## config.mk

```make
export PLATFORM = sky130hd
export DESIGN_NAME = coreTop
export DESIGN_NICKNAME = d
export VERILOG_FILES = /design/src/hdl/isaPkg.sv /design/src/hdl/pipePkg.sv /design/src/hdl/hazardIf.sv /design/src/hdl/hazardController.sv /design/src/hdl/decodeUnit.sv /design/src/hdl/regFile.sv /design/src/hdl/aluUnit.sv /design/src/hdl/coreTop.sv
export VERILOG_INCLUDE_DIRS = /design/src /design/src/include
export SDC_FILE = /design/constraint.sdc
export NUM_CORES = 2
export LEC_CHECK = 0
export BUFFER_PORTS_ARGS = -buffer_cell sky130_fd_sc_hd__buf_2
export CAP_MARGIN = 20
export CORE_UTILIZATION = 45
export CTS_BUF_LIST = sky130_fd_sc_hd__clkbuf_16
export DETAILED_ROUTE_END_ITERATION = 7
export SLEW_MARGIN = 10
export SYNTH_ARGS = -nofsm -noshare
export SYNTH_HDL_FRONTEND = slang
export SYNTH_HIERARCHICAL = 1
export SYNTH_SLANG_ARGS = --single-unit
export TNS_END_PERCENT = 5
```

## constraint.sdc

```tcl
create_clock -name clk -period 16.3 [get_ports clk]
set_input_delay 1.63 -clock clk [delete_from_list [all_inputs] [get_ports clk]]
set_output_delay 1.63 -clock clk [all_outputs]
set_load 0.02 [all_outputs]
```

## src/include/core_cfg.svh

```systemverilog
`ifndef CORE_CFG_SVH
`define CORE_CFG_SVH

// data path width.
`define XLEN 32

// byte address width of both memories.
`define PC_WIDTH 14

// first fetch address after reset.
`define RESET_PC 14'd0

// addi x0, x0, 0.
`define NOP_INSTR 32'h0000_0013

`endif

```

## src/hdl/isaPkg.sv

```systemverilog
`default_nettype none

package isaPkg;

    // ----------------------------------------------------------
    // major opcodes, bits [6:0] of the instruction word.
    // ----------------------------------------------------------
    typedef enum logic [6:0] {
        opcArith    = 7'b0110011,
        opcArithImm = 7'b0010011,
        opcLui      = 7'b0110111,
        opcAuipc    = 7'b0010111,
        opcJal      = 7'b1101111,
        opcJalr     = 7'b1100111,
        opcBranch   = 7'b1100011,
        opcLoad     = 7'b0000011
    } opcode_e;

    typedef enum logic [3:0] {
        aluAdd,
        aluSub,
        aluSll,
        aluSlt,
        aluSltu,
        aluXor,
        aluSrl,
        aluSra,
        aluOr,
        aluAnd,
        aluPassB
    } aluOp_e;

    // encoded as funct3 so decode can cast it straight across.
    typedef enum logic [2:0] {
        brEq  = 3'b000,
        brNe  = 3'b001,
        brLt  = 3'b100,
        brGe  = 3'b101,
        brLtu = 3'b110,
        brGeu = 3'b111
    } brCond_e;

endpackage

`default_nettype wire

```

## src/hdl/pipePkg.sv

```systemverilog
`default_nettype none

`include "core_cfg.svh"

package pipePkg;

    // ----------------------------------------------------------
    // execute stage register.
    // ----------------------------------------------------------
    typedef struct packed {
        logic [`PC_WIDTH-1:0] pc;
        isaPkg::opcode_e      opcode;
        logic [4:0]           rs1;
        logic [4:0]           rs2;
        logic [4:0]           rd;
        logic [`XLEN-1:0]     imm;
        isaPkg::aluOp_e       aluOp;
        isaPkg::brCond_e      brCond;
        logic                 aSelPc;
        logic                 bSelImm;
        logic                 regWrite;
    } xStage_t;

    // ----------------------------------------------------------
    // writeback stage register, also the retire record.
    // ----------------------------------------------------------
    typedef struct packed {
        logic [`PC_WIDTH-1:0] pc;
        isaPkg::opcode_e      opcode;
        logic [4:0]           rd;
        logic [`XLEN-1:0]     result;
        logic                 regWrite;
    } wStage_t;

endpackage

`default_nettype wire

```

## src/hdl/hazardIf.sv

```systemverilog
`default_nettype none

`include "core_cfg.svh"

interface hazardIf;
    // pipeline state seen by the controller.
    isaPkg::opcode_e      opcodeW;
    isaPkg::opcode_e      opcodeX;
    logic [4:0]           rdW;
    logic [4:0]           rs1X;
    logic [4:0]           rs2X;
    logic [`PC_WIDTH-1:0] pcX;
    logic [`PC_WIDTH-1:0] pcW;
    logic                 stall;

    // decisions back to the datapath.
    logic forwardA;
    logic forwardB;
    logic delayW;
    logic holdX;
    logic squashF;

    modport datapath (
        output opcodeW, opcodeX, rdW, rs1X, rs2X, pcX, pcW, stall,
        input  forwardA, forwardB, delayW, holdX, squashF
    );

    modport control (
        input  opcodeW, opcodeX, rdW, rs1X, rs2X, pcX, pcW, stall,
        output forwardA, forwardB, delayW, holdX, squashF
    );
endinterface

`default_nettype wire

```

## src/hdl/hazardController.sv

```systemverilog
`default_nettype none

module hazardController (
    hazardIf.control hz
);
    logic wWrites;
    logic wIsLoad;
    logic matchA;
    logic matchB;
    logic loadUse;

    // ----------------------------------------------------------
    // what sits in W.
    // ----------------------------------------------------------
    always_comb begin
        wWrites = 1'b0;
        wIsLoad = 1'b0;
        case (hz.opcodeW)
            isaPkg::opcArith,
            isaPkg::opcArithImm,
            isaPkg::opcLui,
            isaPkg::opcAuipc,
            isaPkg::opcJal,
            isaPkg::opcJalr: wWrites = 1'b1;
            isaPkg::opcLoad: wIsLoad = 1'b1;
            default: wWrites = 1'b0;
        endcase
    end

    // x0 never carries a dependency.
    assign matchA = (hz.rdW != 5'd0) && (hz.rdW == hz.rs1X);
    assign matchB = (hz.rdW != 5'd0) && (hz.rdW == hz.rs2X);

    // a held instruction must not pick up its own result.
    assign hz.forwardA = wWrites && matchA && (hz.pcX != hz.pcW);
    assign hz.forwardB = wWrites && matchB && (hz.pcX != hz.pcW);

    // load data reaches X through the register file one cycle later.
    assign loadUse  = wIsLoad && (matchA || matchB);
    assign hz.delayW = loadUse && !hz.stall;
    assign hz.holdX  = loadUse || hz.stall;

    // ----------------------------------------------------------
    // control transfer in X kills the slot behind it.
    // ----------------------------------------------------------
    always_comb begin
        case (hz.opcodeX)
            isaPkg::opcBranch,
            isaPkg::opcJal,
            isaPkg::opcJalr: hz.squashF = 1'b1;
            default: hz.squashF = 1'b0;
        endcase
    end

endmodule

`default_nettype wire

```

## src/hdl/decodeUnit.sv

```systemverilog
`default_nettype none

`include "core_cfg.svh"

module decodeUnit (
    input  wire logic [`XLEN-1:0] instr,
    output isaPkg::opcode_e       opcode,
    output logic [4:0]            rs1,
    output logic [4:0]            rs2,
    output logic [4:0]            rd,
    output logic [`XLEN-1:0]      imm,
    output isaPkg::aluOp_e        aluOp,
    output isaPkg::brCond_e       brCond,
    output logic                  aSelPc,
    output logic                  bSelImm,
    output logic                  regWrite
);
    logic [2:0]       funct3;
    logic             funct7b5;
    logic [`XLEN-1:0] immI;
    logic [`XLEN-1:0] immU;
    logic [`XLEN-1:0] immJ;
    logic [`XLEN-1:0] immB;
    isaPkg::aluOp_e   funcOp;

    assign opcode   = isaPkg::opcode_e'(instr[6:0]);
    assign rd       = instr[11:7];
    assign funct3   = instr[14:12];
    assign funct7b5 = instr[30];
    assign brCond   = isaPkg::brCond_e'(funct3);

    // ----------------------------------------------------------
    // immediate formats.
    // ----------------------------------------------------------
    assign immI = {{20{instr[31]}}, instr[31:20]};
    assign immU = {instr[31:12], 12'b0};
    assign immJ = {{12{instr[31]}}, instr[19:12], instr[20], instr[30:21], 1'b0};
    assign immB = {{20{instr[31]}}, instr[7], instr[30:25], instr[11:8], 1'b0};

    // funct3 map, sub only exists in the register form.
    always_comb begin
        case (funct3)
            3'b000: funcOp = (funct7b5 && opcode == isaPkg::opcArith) ?
                             isaPkg::aluSub : isaPkg::aluAdd;
            3'b001: funcOp = isaPkg::aluSll;
            3'b010: funcOp = isaPkg::aluSlt;
            3'b011: funcOp = isaPkg::aluSltu;
            3'b100: funcOp = isaPkg::aluXor;
            3'b101: funcOp = funct7b5 ? isaPkg::aluSra : isaPkg::aluSrl;
            3'b110: funcOp = isaPkg::aluOr;
            default: funcOp = isaPkg::aluAnd;
        endcase
    end

    // ----------------------------------------------------------
    // per-opcode controls.
    // ----------------------------------------------------------
    always_comb begin
        rs1      = instr[19:15];
        rs2      = 5'd0;
        imm      = immI;
        aluOp    = isaPkg::aluAdd;
        aSelPc   = 1'b0;
        bSelImm  = 1'b1;
        regWrite = 1'b1;
        case (opcode)
            isaPkg::opcArith: begin
                rs2     = instr[24:20];
                aluOp   = funcOp;
                bSelImm = 1'b0;
            end
            isaPkg::opcArithImm: begin
                aluOp = funcOp;
            end
            isaPkg::opcLui: begin
                rs1   = 5'd0;
                imm   = immU;
                aluOp = isaPkg::aluPassB;
            end
            isaPkg::opcAuipc: begin
                rs1    = 5'd0;
                imm    = immU;
                aSelPc = 1'b1;
            end
            isaPkg::opcJal: begin
                rs1    = 5'd0;
                imm    = immJ;
                aSelPc = 1'b1;
            end
            isaPkg::opcJalr,
            isaPkg::opcLoad: begin
                imm = immI;
            end
            isaPkg::opcBranch: begin
                rs2      = instr[24:20];
                imm      = immB;
                bSelImm  = 1'b0;
                regWrite = 1'b0;
            end
            default: begin
                // unsupported encodings retire nothing.
                regWrite = 1'b0;
            end
        endcase
    end

endmodule

`default_nettype wire

```

## src/hdl/regFile.sv

```systemverilog
`default_nettype none

`include "core_cfg.svh"

module regFile (
    input  wire logic             clk,
    input  wire logic             arstN,
    input  wire logic [4:0]       rs1,
    input  wire logic [4:0]       rs2,
    output logic [`XLEN-1:0]      rdata1,
    output logic [`XLEN-1:0]      rdata2,
    input  wire logic             we,
    input  wire logic [4:0]       wAddr,
    input  wire logic [`XLEN-1:0] wData
);
    // x0 has no storage.
    logic [`XLEN-1:0] regs [1:31];

    always_ff @(posedge clk or negedge arstN) begin
        if (!arstN) begin
            for (int i = 1; i < 32; i++) begin
                regs[i] <= '0;
            end
        end else if (we && wAddr != 5'd0) begin
            regs[wAddr] <= wData;
        end
    end

    // ----------------------------------------------------------
    // read ports with write-through bypass.
    // ----------------------------------------------------------
    always_comb begin
        if (rs1 == 5'd0)
            rdata1 = '0;
        else if (we && wAddr == rs1)
            rdata1 = wData;
        else
            rdata1 = regs[rs1];

        if (rs2 == 5'd0)
            rdata2 = '0;
        else if (we && wAddr == rs2)
            rdata2 = wData;
        else
            rdata2 = regs[rs2];
    end

endmodule

`default_nettype wire

```

## src/hdl/aluUnit.sv

```systemverilog
`default_nettype none

`include "core_cfg.svh"

module aluUnit (
    input  wire logic [`XLEN-1:0] a,
    input  wire logic [`XLEN-1:0] b,
    input  isaPkg::aluOp_e        op,
    input  isaPkg::brCond_e       cond,
    input  wire logic             isBranch,
    output logic [`XLEN-1:0]      result,
    output logic                  taken
);
    logic       lessS;
    logic       lessU;
    logic [4:0] shamt;

    assign lessS = $signed(a) < $signed(b);
    assign lessU = a < b;
    assign shamt = b[4:0];

    always_comb begin
        case (op)
            isaPkg::aluAdd:   result = a + b;
            isaPkg::aluSub:   result = a - b;
            isaPkg::aluSll:   result = a << shamt;
            isaPkg::aluSlt:   result = {{(`XLEN-1){1'b0}}, lessS};
            isaPkg::aluSltu:  result = {{(`XLEN-1){1'b0}}, lessU};
            isaPkg::aluXor:   result = a ^ b;
            isaPkg::aluSrl:   result = a >> shamt;
            isaPkg::aluSra:   result = $signed(a) >>> shamt;
            isaPkg::aluOr:    result = a | b;
            isaPkg::aluAnd:   result = a & b;
            isaPkg::aluPassB: result = b;
            default:          result = '0;
        endcase
    end

    // ----------------------------------------------------------
    // branch decision on the register operands.
    // ----------------------------------------------------------
    always_comb begin
        case (cond)
            isaPkg::brEq:  taken = isBranch && (a == b);
            isaPkg::brNe:  taken = isBranch && (a != b);
            isaPkg::brLt:  taken = isBranch && lessS;
            isaPkg::brGe:  taken = isBranch && !lessS;
            isaPkg::brLtu: taken = isBranch && lessU;
            isaPkg::brGeu: taken = isBranch && !lessU;
            default:       taken = 1'b0;
        endcase
    end

endmodule

`default_nettype wire

```

## src/hdl/coreTop.sv

```systemverilog
`default_nettype none

`include "core_cfg.svh"

module coreTop (
    input  wire logic                 clk,
    input  wire logic                 arstN,
    input  wire logic                 stall,
    output logic [`PC_WIDTH-1:0]      imemAddr,
    input  wire logic [`XLEN-1:0]     imemData,
    output logic [`PC_WIDTH-1:0]      dmemAddr,
    input  wire logic [`XLEN-1:0]     dmemRdata,
    output logic                      retireValid,
    output logic [`PC_WIDTH-1:0]      retirePc,
    output logic [4:0]                retireRd,
    output logic [`XLEN-1:0]          retireData
);
    // empty slots, never written back.
    localparam pipePkg::xStage_t X_NOP = '{
        pc: '0, opcode: isaPkg::opcArithImm, rs1: '0, rs2: '0, rd: '0, imm: '0,
        aluOp: isaPkg::aluAdd, brCond: isaPkg::brEq, aSelPc: 1'b0, bSelImm: 1'b1,
        regWrite: 1'b0
    };
    localparam pipePkg::wStage_t W_NOP = '{
        pc: '0, opcode: isaPkg::opcArithImm, rd: '0, result: '0, regWrite: 1'b0
    };

    logic [`PC_WIDTH-1:0] pc;
    logic [`PC_WIDTH-1:0] pcNext;
    logic [`PC_WIDTH-1:0] target;
    pipePkg::xStage_t     xReg;
    pipePkg::xStage_t     xNext;
    pipePkg::wStage_t     wReg;
    pipePkg::wStage_t     wNext;

    logic [`XLEN-1:0]     fetchInstr;
    isaPkg::opcode_e      decOpcode;
    logic [4:0]           decRs1;
    logic [4:0]           decRs2;
    logic [4:0]           decRd;
    logic [`XLEN-1:0]     decImm;
    isaPkg::aluOp_e       decAluOp;
    isaPkg::brCond_e      decBrCond;
    logic                 decASelPc;
    logic                 decBSelImm;
    logic                 decRegWrite;

    logic [`XLEN-1:0]     rdata1;
    logic [`XLEN-1:0]     rdata2;
    logic [`XLEN-1:0]     opA;
    logic [`XLEN-1:0]     opB;
    logic [`XLEN-1:0]     aluA;
    logic [`XLEN-1:0]     aluB;
    logic [`XLEN-1:0]     aluResult;
    logic [`XLEN-1:0]     linkValue;
    logic [`XLEN-1:0]     xResult;
    logic                 isBranch;
    logic                 isJump;
    logic                 taken;

    hazardIf hz ();

    assign hz.opcodeW = wReg.opcode;
    assign hz.opcodeX = xReg.opcode;
    assign hz.rdW     = wReg.rd;
    assign hz.rs1X    = xReg.rs1;
    assign hz.rs2X    = xReg.rs2;
    assign hz.pcX     = xReg.pc;
    assign hz.pcW     = wReg.pc;
    assign hz.stall   = stall;

    hazardController hazard_i (.hz(hz.control));

    // ----------------------------------------------------------
    // fetch and decode.
    // ----------------------------------------------------------
    assign imemAddr   = pc;
    assign fetchInstr = hz.squashF ? `NOP_INSTR : imemData;

    decodeUnit decode_i (
        .instr(fetchInstr), .opcode(decOpcode), .rs1(decRs1), .rs2(decRs2), .rd(decRd),
        .imm(decImm), .aluOp(decAluOp), .brCond(decBrCond), .aSelPc(decASelPc),
        .bSelImm(decBSelImm), .regWrite(decRegWrite)
    );

    always_comb begin
        xNext.pc       = pc;
        xNext.opcode   = decOpcode;
        xNext.rs1      = decRs1;
        xNext.rs2      = decRs2;
        xNext.rd       = decRd;
        xNext.imm      = decImm;
        xNext.aluOp    = decAluOp;
        xNext.brCond   = decBrCond;
        xNext.aSelPc   = decASelPc;
        xNext.bSelImm  = decBSelImm;
        // squashed slot travels as a bubble.
        xNext.regWrite = decRegWrite && !hz.squashF;
    end

    // ----------------------------------------------------------
    // execute.
    // ----------------------------------------------------------
    regFile regs_i (
        .clk(clk), .arstN(arstN), .rs1(xReg.rs1), .rs2(xReg.rs2),
        .rdata1(rdata1), .rdata2(rdata2),
        .we(wReg.regWrite && !stall), .wAddr(wReg.rd), .wData(wReg.result)
    );

    assign opA  = hz.forwardA ? wReg.result : rdata1;
    assign opB  = hz.forwardB ? wReg.result : rdata2;
    assign aluA = xReg.aSelPc ? {{(`XLEN-`PC_WIDTH){1'b0}}, xReg.pc} : opA;
    assign aluB = xReg.bSelImm ? xReg.imm : opB;

    assign isBranch = xReg.opcode == isaPkg::opcBranch;
    assign isJump   = xReg.opcode == isaPkg::opcJal || xReg.opcode == isaPkg::opcJalr;

    aluUnit alu_i (
        .a(aluA), .b(aluB), .op(xReg.aluOp), .cond(xReg.brCond),
        .isBranch(isBranch), .result(aluResult), .taken(taken)
    );

    assign dmemAddr  = aluResult[`PC_WIDTH-1:0];
    assign linkValue = {{(`XLEN-`PC_WIDTH){1'b0}}, xReg.pc + `PC_WIDTH'd4};

    always_comb begin
        if (isJump)
            xResult = linkValue;
        else if (xReg.opcode == isaPkg::opcLoad)
            xResult = dmemRdata;
        else
            xResult = aluResult;
    end

    // jalr clears bit 0, jal targets are already even.
    assign target = isBranch ? xReg.pc + xReg.imm[`PC_WIDTH-1:0] :
                               {aluResult[`PC_WIDTH-1:1], 1'b0};
    // a not-taken branch refetches its squashed fall-through.
    assign pcNext = (taken || isJump) ? target :
                    isBranch          ? xReg.pc + `PC_WIDTH'd4 :
                                        pc + `PC_WIDTH'd4;

    always_comb begin
        wNext.pc       = xReg.pc;
        wNext.opcode   = xReg.opcode;
        wNext.rd       = xReg.rd;
        wNext.result   = xResult;
        wNext.regWrite = xReg.regWrite;
    end

    // ----------------------------------------------------------
    // stage registers.
    // ----------------------------------------------------------
    always_ff @(posedge clk or negedge arstN) begin
        if (!arstN) begin
            pc   <= `RESET_PC;
            xReg <= X_NOP;
            wReg <= W_NOP;
        end else begin
            if (!hz.holdX) begin
                pc   <= pcNext;
                xReg <= xNext;
            end
            if (!stall) begin
                wReg <= hz.delayW ? W_NOP : wNext;
            end
        end
    end

    // retirement is the writeback of W.
    assign retireValid = wReg.regWrite && !stall;
    assign retirePc    = wReg.pc;
    assign retireRd    = wReg.rd;
    assign retireData  = wReg.result;

endmodule

`default_nettype wire

```

Yosys cells after proc, flatten, opt, wreduce, memory -nomap -nowiden
Index checks and enable logic that the tools add are counted.
{"block": "word_totals", "regBits": 1143, "output_inout_bits": 80, "in_bits": 67}
{"block": "classes", "addsub": 5, "shift": 3, "order_cmp": 6, "n_reduce_logical": 43, "n_bitwise": 6, "n_mux": 39, "n_eq_ne": 45}
{"operator": "992-bit bitwise mux", "n": 1}
{"operator": "32-bit two-way mux", "n": 16}
{"operator": "32-bit one-hot mux with 11 select lines", "n": 1}
{"operator": "32-bit binary-select mux with 5-bit select", "n": 2}
{"operator": "32-bit demux with 5-bit select", "n": 1}
{"operator": "31-bit one-hot mux with 3 select lines", "n": 1}
{"operator": "32-bit less-than comparator", "n": 2}
{"operator": "59-bit two-way mux", "n": 1}
{"operator": "7-bit == test (second input constant)", "n": 8}
{"operator": "14-bit two-way mux", "n": 3}
{"operator": "32-bit adder", "n": 1}
{"operator": "32-bit AND", "n": 1}
{"operator": "32-bit == test", "n": 1}
{"operator": "32-bit != test", "n": 1}
{"operator": "32-bit bitwise OR", "n": 1}
{"operator": "32-bit by 5-bit left shift with 32-bit output", "n": 1}
{"operator": "32-bit by 5-bit right shift with 32-bit output", "n": 1}
{"operator": "32-bit by 5-bit >>> shifter with 32-bit output", "n": 1}
{"operator": "32-bit subtractor", "n": 1}
{"operator": "32-bit XOR", "n": 1}
{"operator": "14-bit by 3-bit adder with 14-bit output (second input constant)", "n": 2}
{"operator": "7-bit by 5-bit == test with 1-bit output (second input constant)", "n": 4}
{"operator": "7-bit by 6-bit == test with 1-bit output (second input constant)", "n": 4}
{"operator": "4-bit one-hot mux with 7 select lines", "n": 1}
{"operator": "other kinds (29)", "n": 90}

Logic depth before layout (Yosys ltp)
{"block": "depth", "depth_word": 14, "depth_mapped": 35, "mapped_depth_nobuf": 26}

Hierarchy
Netlist, hierarchy kept.
{"mod": "regFile", "instances": 1, "seq_area_each_um2": 24823.8, "area_per_inst_um2": 53532.6, "cells_per_inst": 3653}
{"mod": "coreTop", "instances": 1, "seq_area_each_um2": 3787.4, "area_per_inst_um2": 9365.2, "cells_per_inst": 977}
{"mod": "aluUnit", "instances": 1, "seq_area_each_um2": 0.0, "area_per_inst_um2": 9018.6, "cells_per_inst": 1367}
{"mod": "decodeUnit", "instances": 1, "seq_area_each_um2": 0.0, "area_per_inst_um2": 750.7, "cells_per_inst": 101}
{"mod": "hazardController", "instances": 1, "seq_area_each_um2": 0.0, "area_per_inst_um2": 372.9, "cells_per_inst": 51}

Worst setup path before layout
OpenSTA, ideal clock, no wires.
{"block": "synth_timing", "kind": "in2out", "startpoint": "input port stall", "endpoint": "output port dmemAddr[0]", "path_stages": 27, "n_path_buf": 9, "t_arrival_ns": 7.279, "setup_slack_ns": 7.391, "required_time_ns": 14.670, "cell_sequence": "clkbuf_1 clkbuf_1 nor2b_1 clkbuf_1 and3_1 buf_1 clkbuf_1 a211oi_1 nor3_1 mux2i_1 o21ai_0 inv_1 buf_1 clkbuf_1 buf_1 ha_1 buf_6 o21bai_2 a211oi_1 o21bai_2 a31oi_1 o41a_1 o31ai_4 nor3_2 o41ai_4 xnor2_1 a41o_1"}
{"block": "synth_via", "elab_chain_cells": 9, "word_cells_on_any_way": 23, "cone_classes": "2 x add/sub; 2 x order compare; 3 x shift; 9 x mux; 3 x bitwise; 4 x reduce/logical"}
{"item": "start, declared", "line_no": "coreTop.sv:8", "source": "input wire logic stall,"}
{"item": "1-bit logical NOT (*)"}
{"item": "1-bit logical AND (*)"}
{"item": "via retireValid", "line_no": "coreTop.sv:13", "source": "output logic retireValid,"}
{"item": "1-bit logical AND (*)", "line_no": "regFile.sv:42", "source": "else if (we && wAddr == rs2)"}
{"item": "32-bit two-way mux (*)", "line_no": "regFile.sv:42"}
{"item": "32-bit two-way mux (*)", "line_no": "regFile.sv:40", "source": "if (rs2 == 5'd0)"}
{"item": "via rdata2[2]", "line_no": "coreTop.sv:49", "source": "logic [`XLEN-1:0] rdata2;"}
{"item": "32-bit two-way mux (*)", "line_no": "coreTop.sv:111", "source": "assign opB = hz.forwardB ? wReg.result : rdata2;"}
{"item": "32-bit two-way mux (*)", "line_no": "coreTop.sv:113", "source": "assign aluB = xReg.bSelImm ? xReg.imm : opB;"}
{"item": "via aluB[2]", "line_no": "coreTop.sv:53", "source": "logic [`XLEN-1:0] aluB;"}
{"item": "32-bit less-than comparator (tied with other cells)", "line_no": "aluUnit.sv:19", "source": "assign lessU = a < b;"}
{"item": "32-bit one-hot mux with 11 select lines (*)", "line_no": "aluUnit.sv:23", "source": "case (op)"}
{"item": "end, declared", "line_no": "coreTop.sv:11", "source": "output logic [`PC_WIDTH-1:0] dmemAddr,"}
Mark *: on every way through the listed nets, which the timed path passes. The rest lies on a longest branch.

Worst setup path after layout
{"block": "layout_timing", "startpoint": "register xReg, in the netlist hz.rs2X[0]", "endpoint": "output port dmemAddr[0]"}
{"block": "layout_via", "elab_chain_cells": 10, "word_cells_on_any_way": 25, "cone_classes": "2 x add/sub; 2 x order compare; 1 x eq/ne; 3 x shift; 8 x mux; 4 x bitwise; 5 x reduce/logical"}
{"item": "start, declared", "line_no": "coreTop.sv:31", "source": "pipePkg::xStage_t xReg;"}
{"item": "start signal, assigned", "line_no": "coreTop.sv:162", "source": "xReg <= xNext;"}
{"item": "5-bit NOT with 6-bit output (implied by the code)", "line_no": "regFile.sv:45", "source": "rdata2 = regs[rs2];"}
{"item": "32-bit binary-select mux with 5-bit select", "line_no": "regFile.sv:45"}
{"item": "32-bit two-way mux (implied by the code) (2 in a row)", "line_no": "regFile.sv:45"}
{"item": "32-bit two-way mux", "line_no": "regFile.sv:42"}
{"item": "32-bit two-way mux (*)", "line_no": "regFile.sv:40"}
{"item": "via rdata2[2]", "line_no": "coreTop.sv:49"}
{"item": "32-bit two-way mux (*)", "line_no": "coreTop.sv:111"}
{"item": "32-bit two-way mux (*)", "line_no": "coreTop.sv:113"}
{"item": "via aluB[2]", "line_no": "coreTop.sv:53"}
{"item": "32-bit less-than comparator (tied with other cells)", "line_no": "aluUnit.sv:19"}
{"item": "32-bit one-hot mux with 11 select lines (*)", "line_no": "aluUnit.sv:23"}
Mark *: on every way through the listed nets, which the timed path passes. The rest lies on a longest branch. The select of a mux whose other input is x is not followed.

==> impl_metrics.toml <==
[worst_setup_path]
endpoint_kind = "output pin"
path_class = "flop to output pin"
worst_ep_required_time_ps = 14670
crit_top_cell = "buf_4"
critPathTopFamily = "compound AO/OA/AOI/OAI gates"
worstPathCellList = "buf_4 > buf_4 > mux4_1 > a22o_1 > a221o_1 > a211oi_1 > nor3_1 > mux2i_1 > o21ai_4 > buf_4 > inv_2 > buf_4 > ha_1 > o21bai_2 > a211oi_1 > o21bai_2 > a31oi_1 > o41a_1 > o31ai_4 > nor3_2 > o41ai_4 > xnor2_1 > a41o_1 > buf_2"
crit_arrival_ps = 9540
cp_slowest_cell = "dfrtp_4"
worst-path-buf-inv = 6
setup.worst_path.start_class = "flop"
max_stage_delay_ps = 780
path_max_fanout = 57

[placed_design]
dp_hpwl_um = 176000
io_buffers = 146
dpl_worst_slack_ps = 5990
place.gp.congestion = 1.03

[floorplanning]
start_util_pct = 45.4
die-area_um2 = 164000
die_h_um = 405
die_w_um = 405
coreArea_um2 = 161000
num_io_pins = 147
row_count = 147

[grt]
antenna_found_initial = 5
grt_max_degree = 137
gr-total-overflow = 0
grt_pass1_wl_um = 394000
track_usage_pct = 32.9
grt_pass1_vias = 54300

[clocking]
post_cts_buffers = 0
htreeDepth = 3
cts_buffer_depth = 3
cts-resized-gates = 0
clkSlewWorstSetupHoldPaths_ps = 70
cts_buffers = 121
hold_buffers = 0
clk_latency_ps = 780
cts_sinks = 1143
cts_tree = "built"
cts-root-buf = "clkbuf_16"

[yosys]
ys_types = 114
postSynthCellCount = 6149
synth_fp_nets = 6333
yosys_warnings = 6
seq_area_frac_synth_pct = 39.2
synth-simple-area-share_pct = 7.24
synth_mux_area_share_pct = 35.5
synth_seq_cells = 1143
synth_top_flop_cell = "dfrtp_1"
synth-compound-area-share_pct = 10.2
synth_top_family_by_area = "multiplexers"
synthesis.area_um2 = 73000
async_reset_ff_share_pct = 100
synth_fa_ha_area_share_pct = 2.04
synth_edf_count = 0
synth-xor-area-share_pct = 0.755
synth_area_per_cell_um2 = 11.9

[timing]
max_freq_mhz = 89.5
setup_slack_ps = 5130
fin_skew_ps = 41.6
post-route-period-util_pct = 68.5
fin_crit_ps = 11170
maxSlewViolCount = 0
tightest_slew_ps = 1300
rsz0062_at_grt = "no"
finalHoldViolCount = 0
relSlewSlack_pct = 12.0
setup-violations-final = 0
setup-tns-final_ps = 0

[power]
p_leak_nw = 35.2
p_seq_share_pct = 36.8
power_switching_share_pct = 38.3
pwr-share-clk_pct = 31.1
power.internal_mw = 5.52
max-vdd-ir-drop_mv = 0.108
combPwrFrac_pct = 32.1
switchingPower_mw = 3.42
power_density_nw_per_um2 = 113

[drt]
remaining_drc_errors = 0
vias = 55000
ant_nets = 0
wl_per_cell_um = 33.1
drt_iter0_markers = 6745
wl_um = 272000
first_pass_iters = 6
vias_per_cell = 6.69

[finish]
final_cell_mix = "mux2_2, dfrtp_1, mux4_2"
fillers = 14300
final_common_cell = "mux2_2"
drive_gt1_share_pct = 37.7
final_nets = 6138
syn2layout_area_growth_pct = 8.29

[min_path]
hp-class = "flop to flop"

[job]
max-cap-violations = 0

[status]
status = "complete, no violations"
==> worst reg2reg max path: cells and delay by family (launching register included) <==
kind	cells	cell delay [ps]
buffers and inverters	7	2830
flip-flops	1	780
XOR/XNOR	1	490
AO/OA/AOI/OAI	16	3890
adder cells (fa/ha/maj)	1	450
multiplexers	2	910
AND/OR/NAND/NOR	3	590
==> cell usage after synthesis, types with 12 or more instances <==
cell type | n | area, um^2
a211oi_1 | 71 | 533
nor3_1 | 121 | 606
nand2_1 | 334 | 1250
buf_1 | 78 | 293
a31oi_1 | 30 | 188
a221oi_1 | 85 | 744
and3_1 | 17 | 106
nand2b_1 | 42 | 263
nor2b_1 | 55 | 344
a221o_1 | 55 | 551
o211ai_1 | 20 | 150
nor2_1 | 348 | 1310
o21ai_1 | 18 | 90.1
or3_1 | 17 | 106
buf_6 | 21 | 236
xnor2_1 | 30 | 263
ha_1 | 114 | 1430
clkbuf_1 | 328 | 1230
dfrtp_1 | 1136 | 28400
a22oi_1 | 38 | 285
a21o_1 | 40 | 300
buf_4 | 116 | 871
mux2_2 | 1165 | 13100
nor4_1 | 17 | 106
o221ai_1 | 37 | 324
inv_1 | 113 | 424
a211o_1 | 13 | 114
xor2_1 | 33 | 289
a21oi_1 | 179 | 896
mux2i_1 | 218 | 2180
mux4_2 | 459 | 10300
buf_2 | 110 | 551
a22o_1 | 61 | 534
and2_1 | 32 | 200
o22ai_1 | 58 | 363
nand3_1 | 57 | 285
o21ai_0 | 229 | 1150
nand4_1 | 13 | 81.3
o31ai_1 | 12 | 90.1
o21bai_1 | 17 | 128
==> registers in the layout, summed over array words and instances (netlist names), 6 cells and up <==
name         count
hz.pcX          14
retirePc        14
wNext            6
regs_i/regs    992
hz.opcodeX       7
imemAddr        14
hz.opcodeW       7
retireData      32
xReg            41
==> through the flow <==
stage | std cells | instance area, um^2 | util (%) | hold WS [ps] | power (mW)
after floorplan | 6149 | 73000 | - | 442 | 5.10
after global placement | 7988 | 75100 | 46.7 | 471 | 6.11
after detailed placement | 7988 | 75100 | 46.7 | 471 | 6.13
after CTS | 8214 | 79000 | 49.1 | 486 | 8.90
after global routing | 8218 | 79100 | 49.1 | 518 | 9.26
final | 8220 | 79100 | 49.1 | 480 | 8.93
==> final cells by class <==
type	instances	area (um^2)	share of cell area [%]
clock buffer	121	3030	3.83
timing repair buffer	340	2320	2.94
tap	2160	2700	3.42
multi-input combinational	4230	41100	51.9
inverter	118	443	0.560
sequential	1143	28600	36.2
clock inverter	105	895	1.13
antenna	3	7.51	0.00949
==> final timing paths <==
path                            startpoint          endpoint  slack (ps)  cells after the start
worst min register to register     wReg[0]           wReg[0]         480                      2
min in group asynchronous            arstN  regs_i/regs[580]         900                      1
worst max register to register  hz.rs2X[0]      imemAddr[11]        6230                     30
max in group asynchronous            arstN  regs_i/regs[730]       12190                      4
worst min-delay path               wReg[0]           wReg[0]         480                      2
worst max-delay path            hz.rs2X[0]       dmemAddr[0]        5130                     24
==> cell families after synthesis <==
logic type	after synthesis
buffers and inverters	776
adder cells (fa/ha/maj)	117
AO/OA/AOI/OAI	1069
multiplexers	1854
XOR/XNOR	63
flip-flops	1143
AND/OR/NAND/NOR	1127
==> power groups by stage <==
stage,clock network (mW),registers [mW],logic [mW]
finish,2.78,3.29,2.87
global route,2.92,3.31,3.03
CTS,2.82,3.28,2.81
detailed placement,0,3.33,2.80
global placement,0,3.32,2.79
floorplan,0,3.26,1.83
==> routing by layer <==
layer | global-route usage, % | routed length, um
met1 | 43.6 | 109000
met2 | 51.7 | 126000
met3 | 5.79 | 21000
met4 | 17.4 | 16300
met5 | 0 | 27
Note: power is estimated with default switching activity, not from simulation.
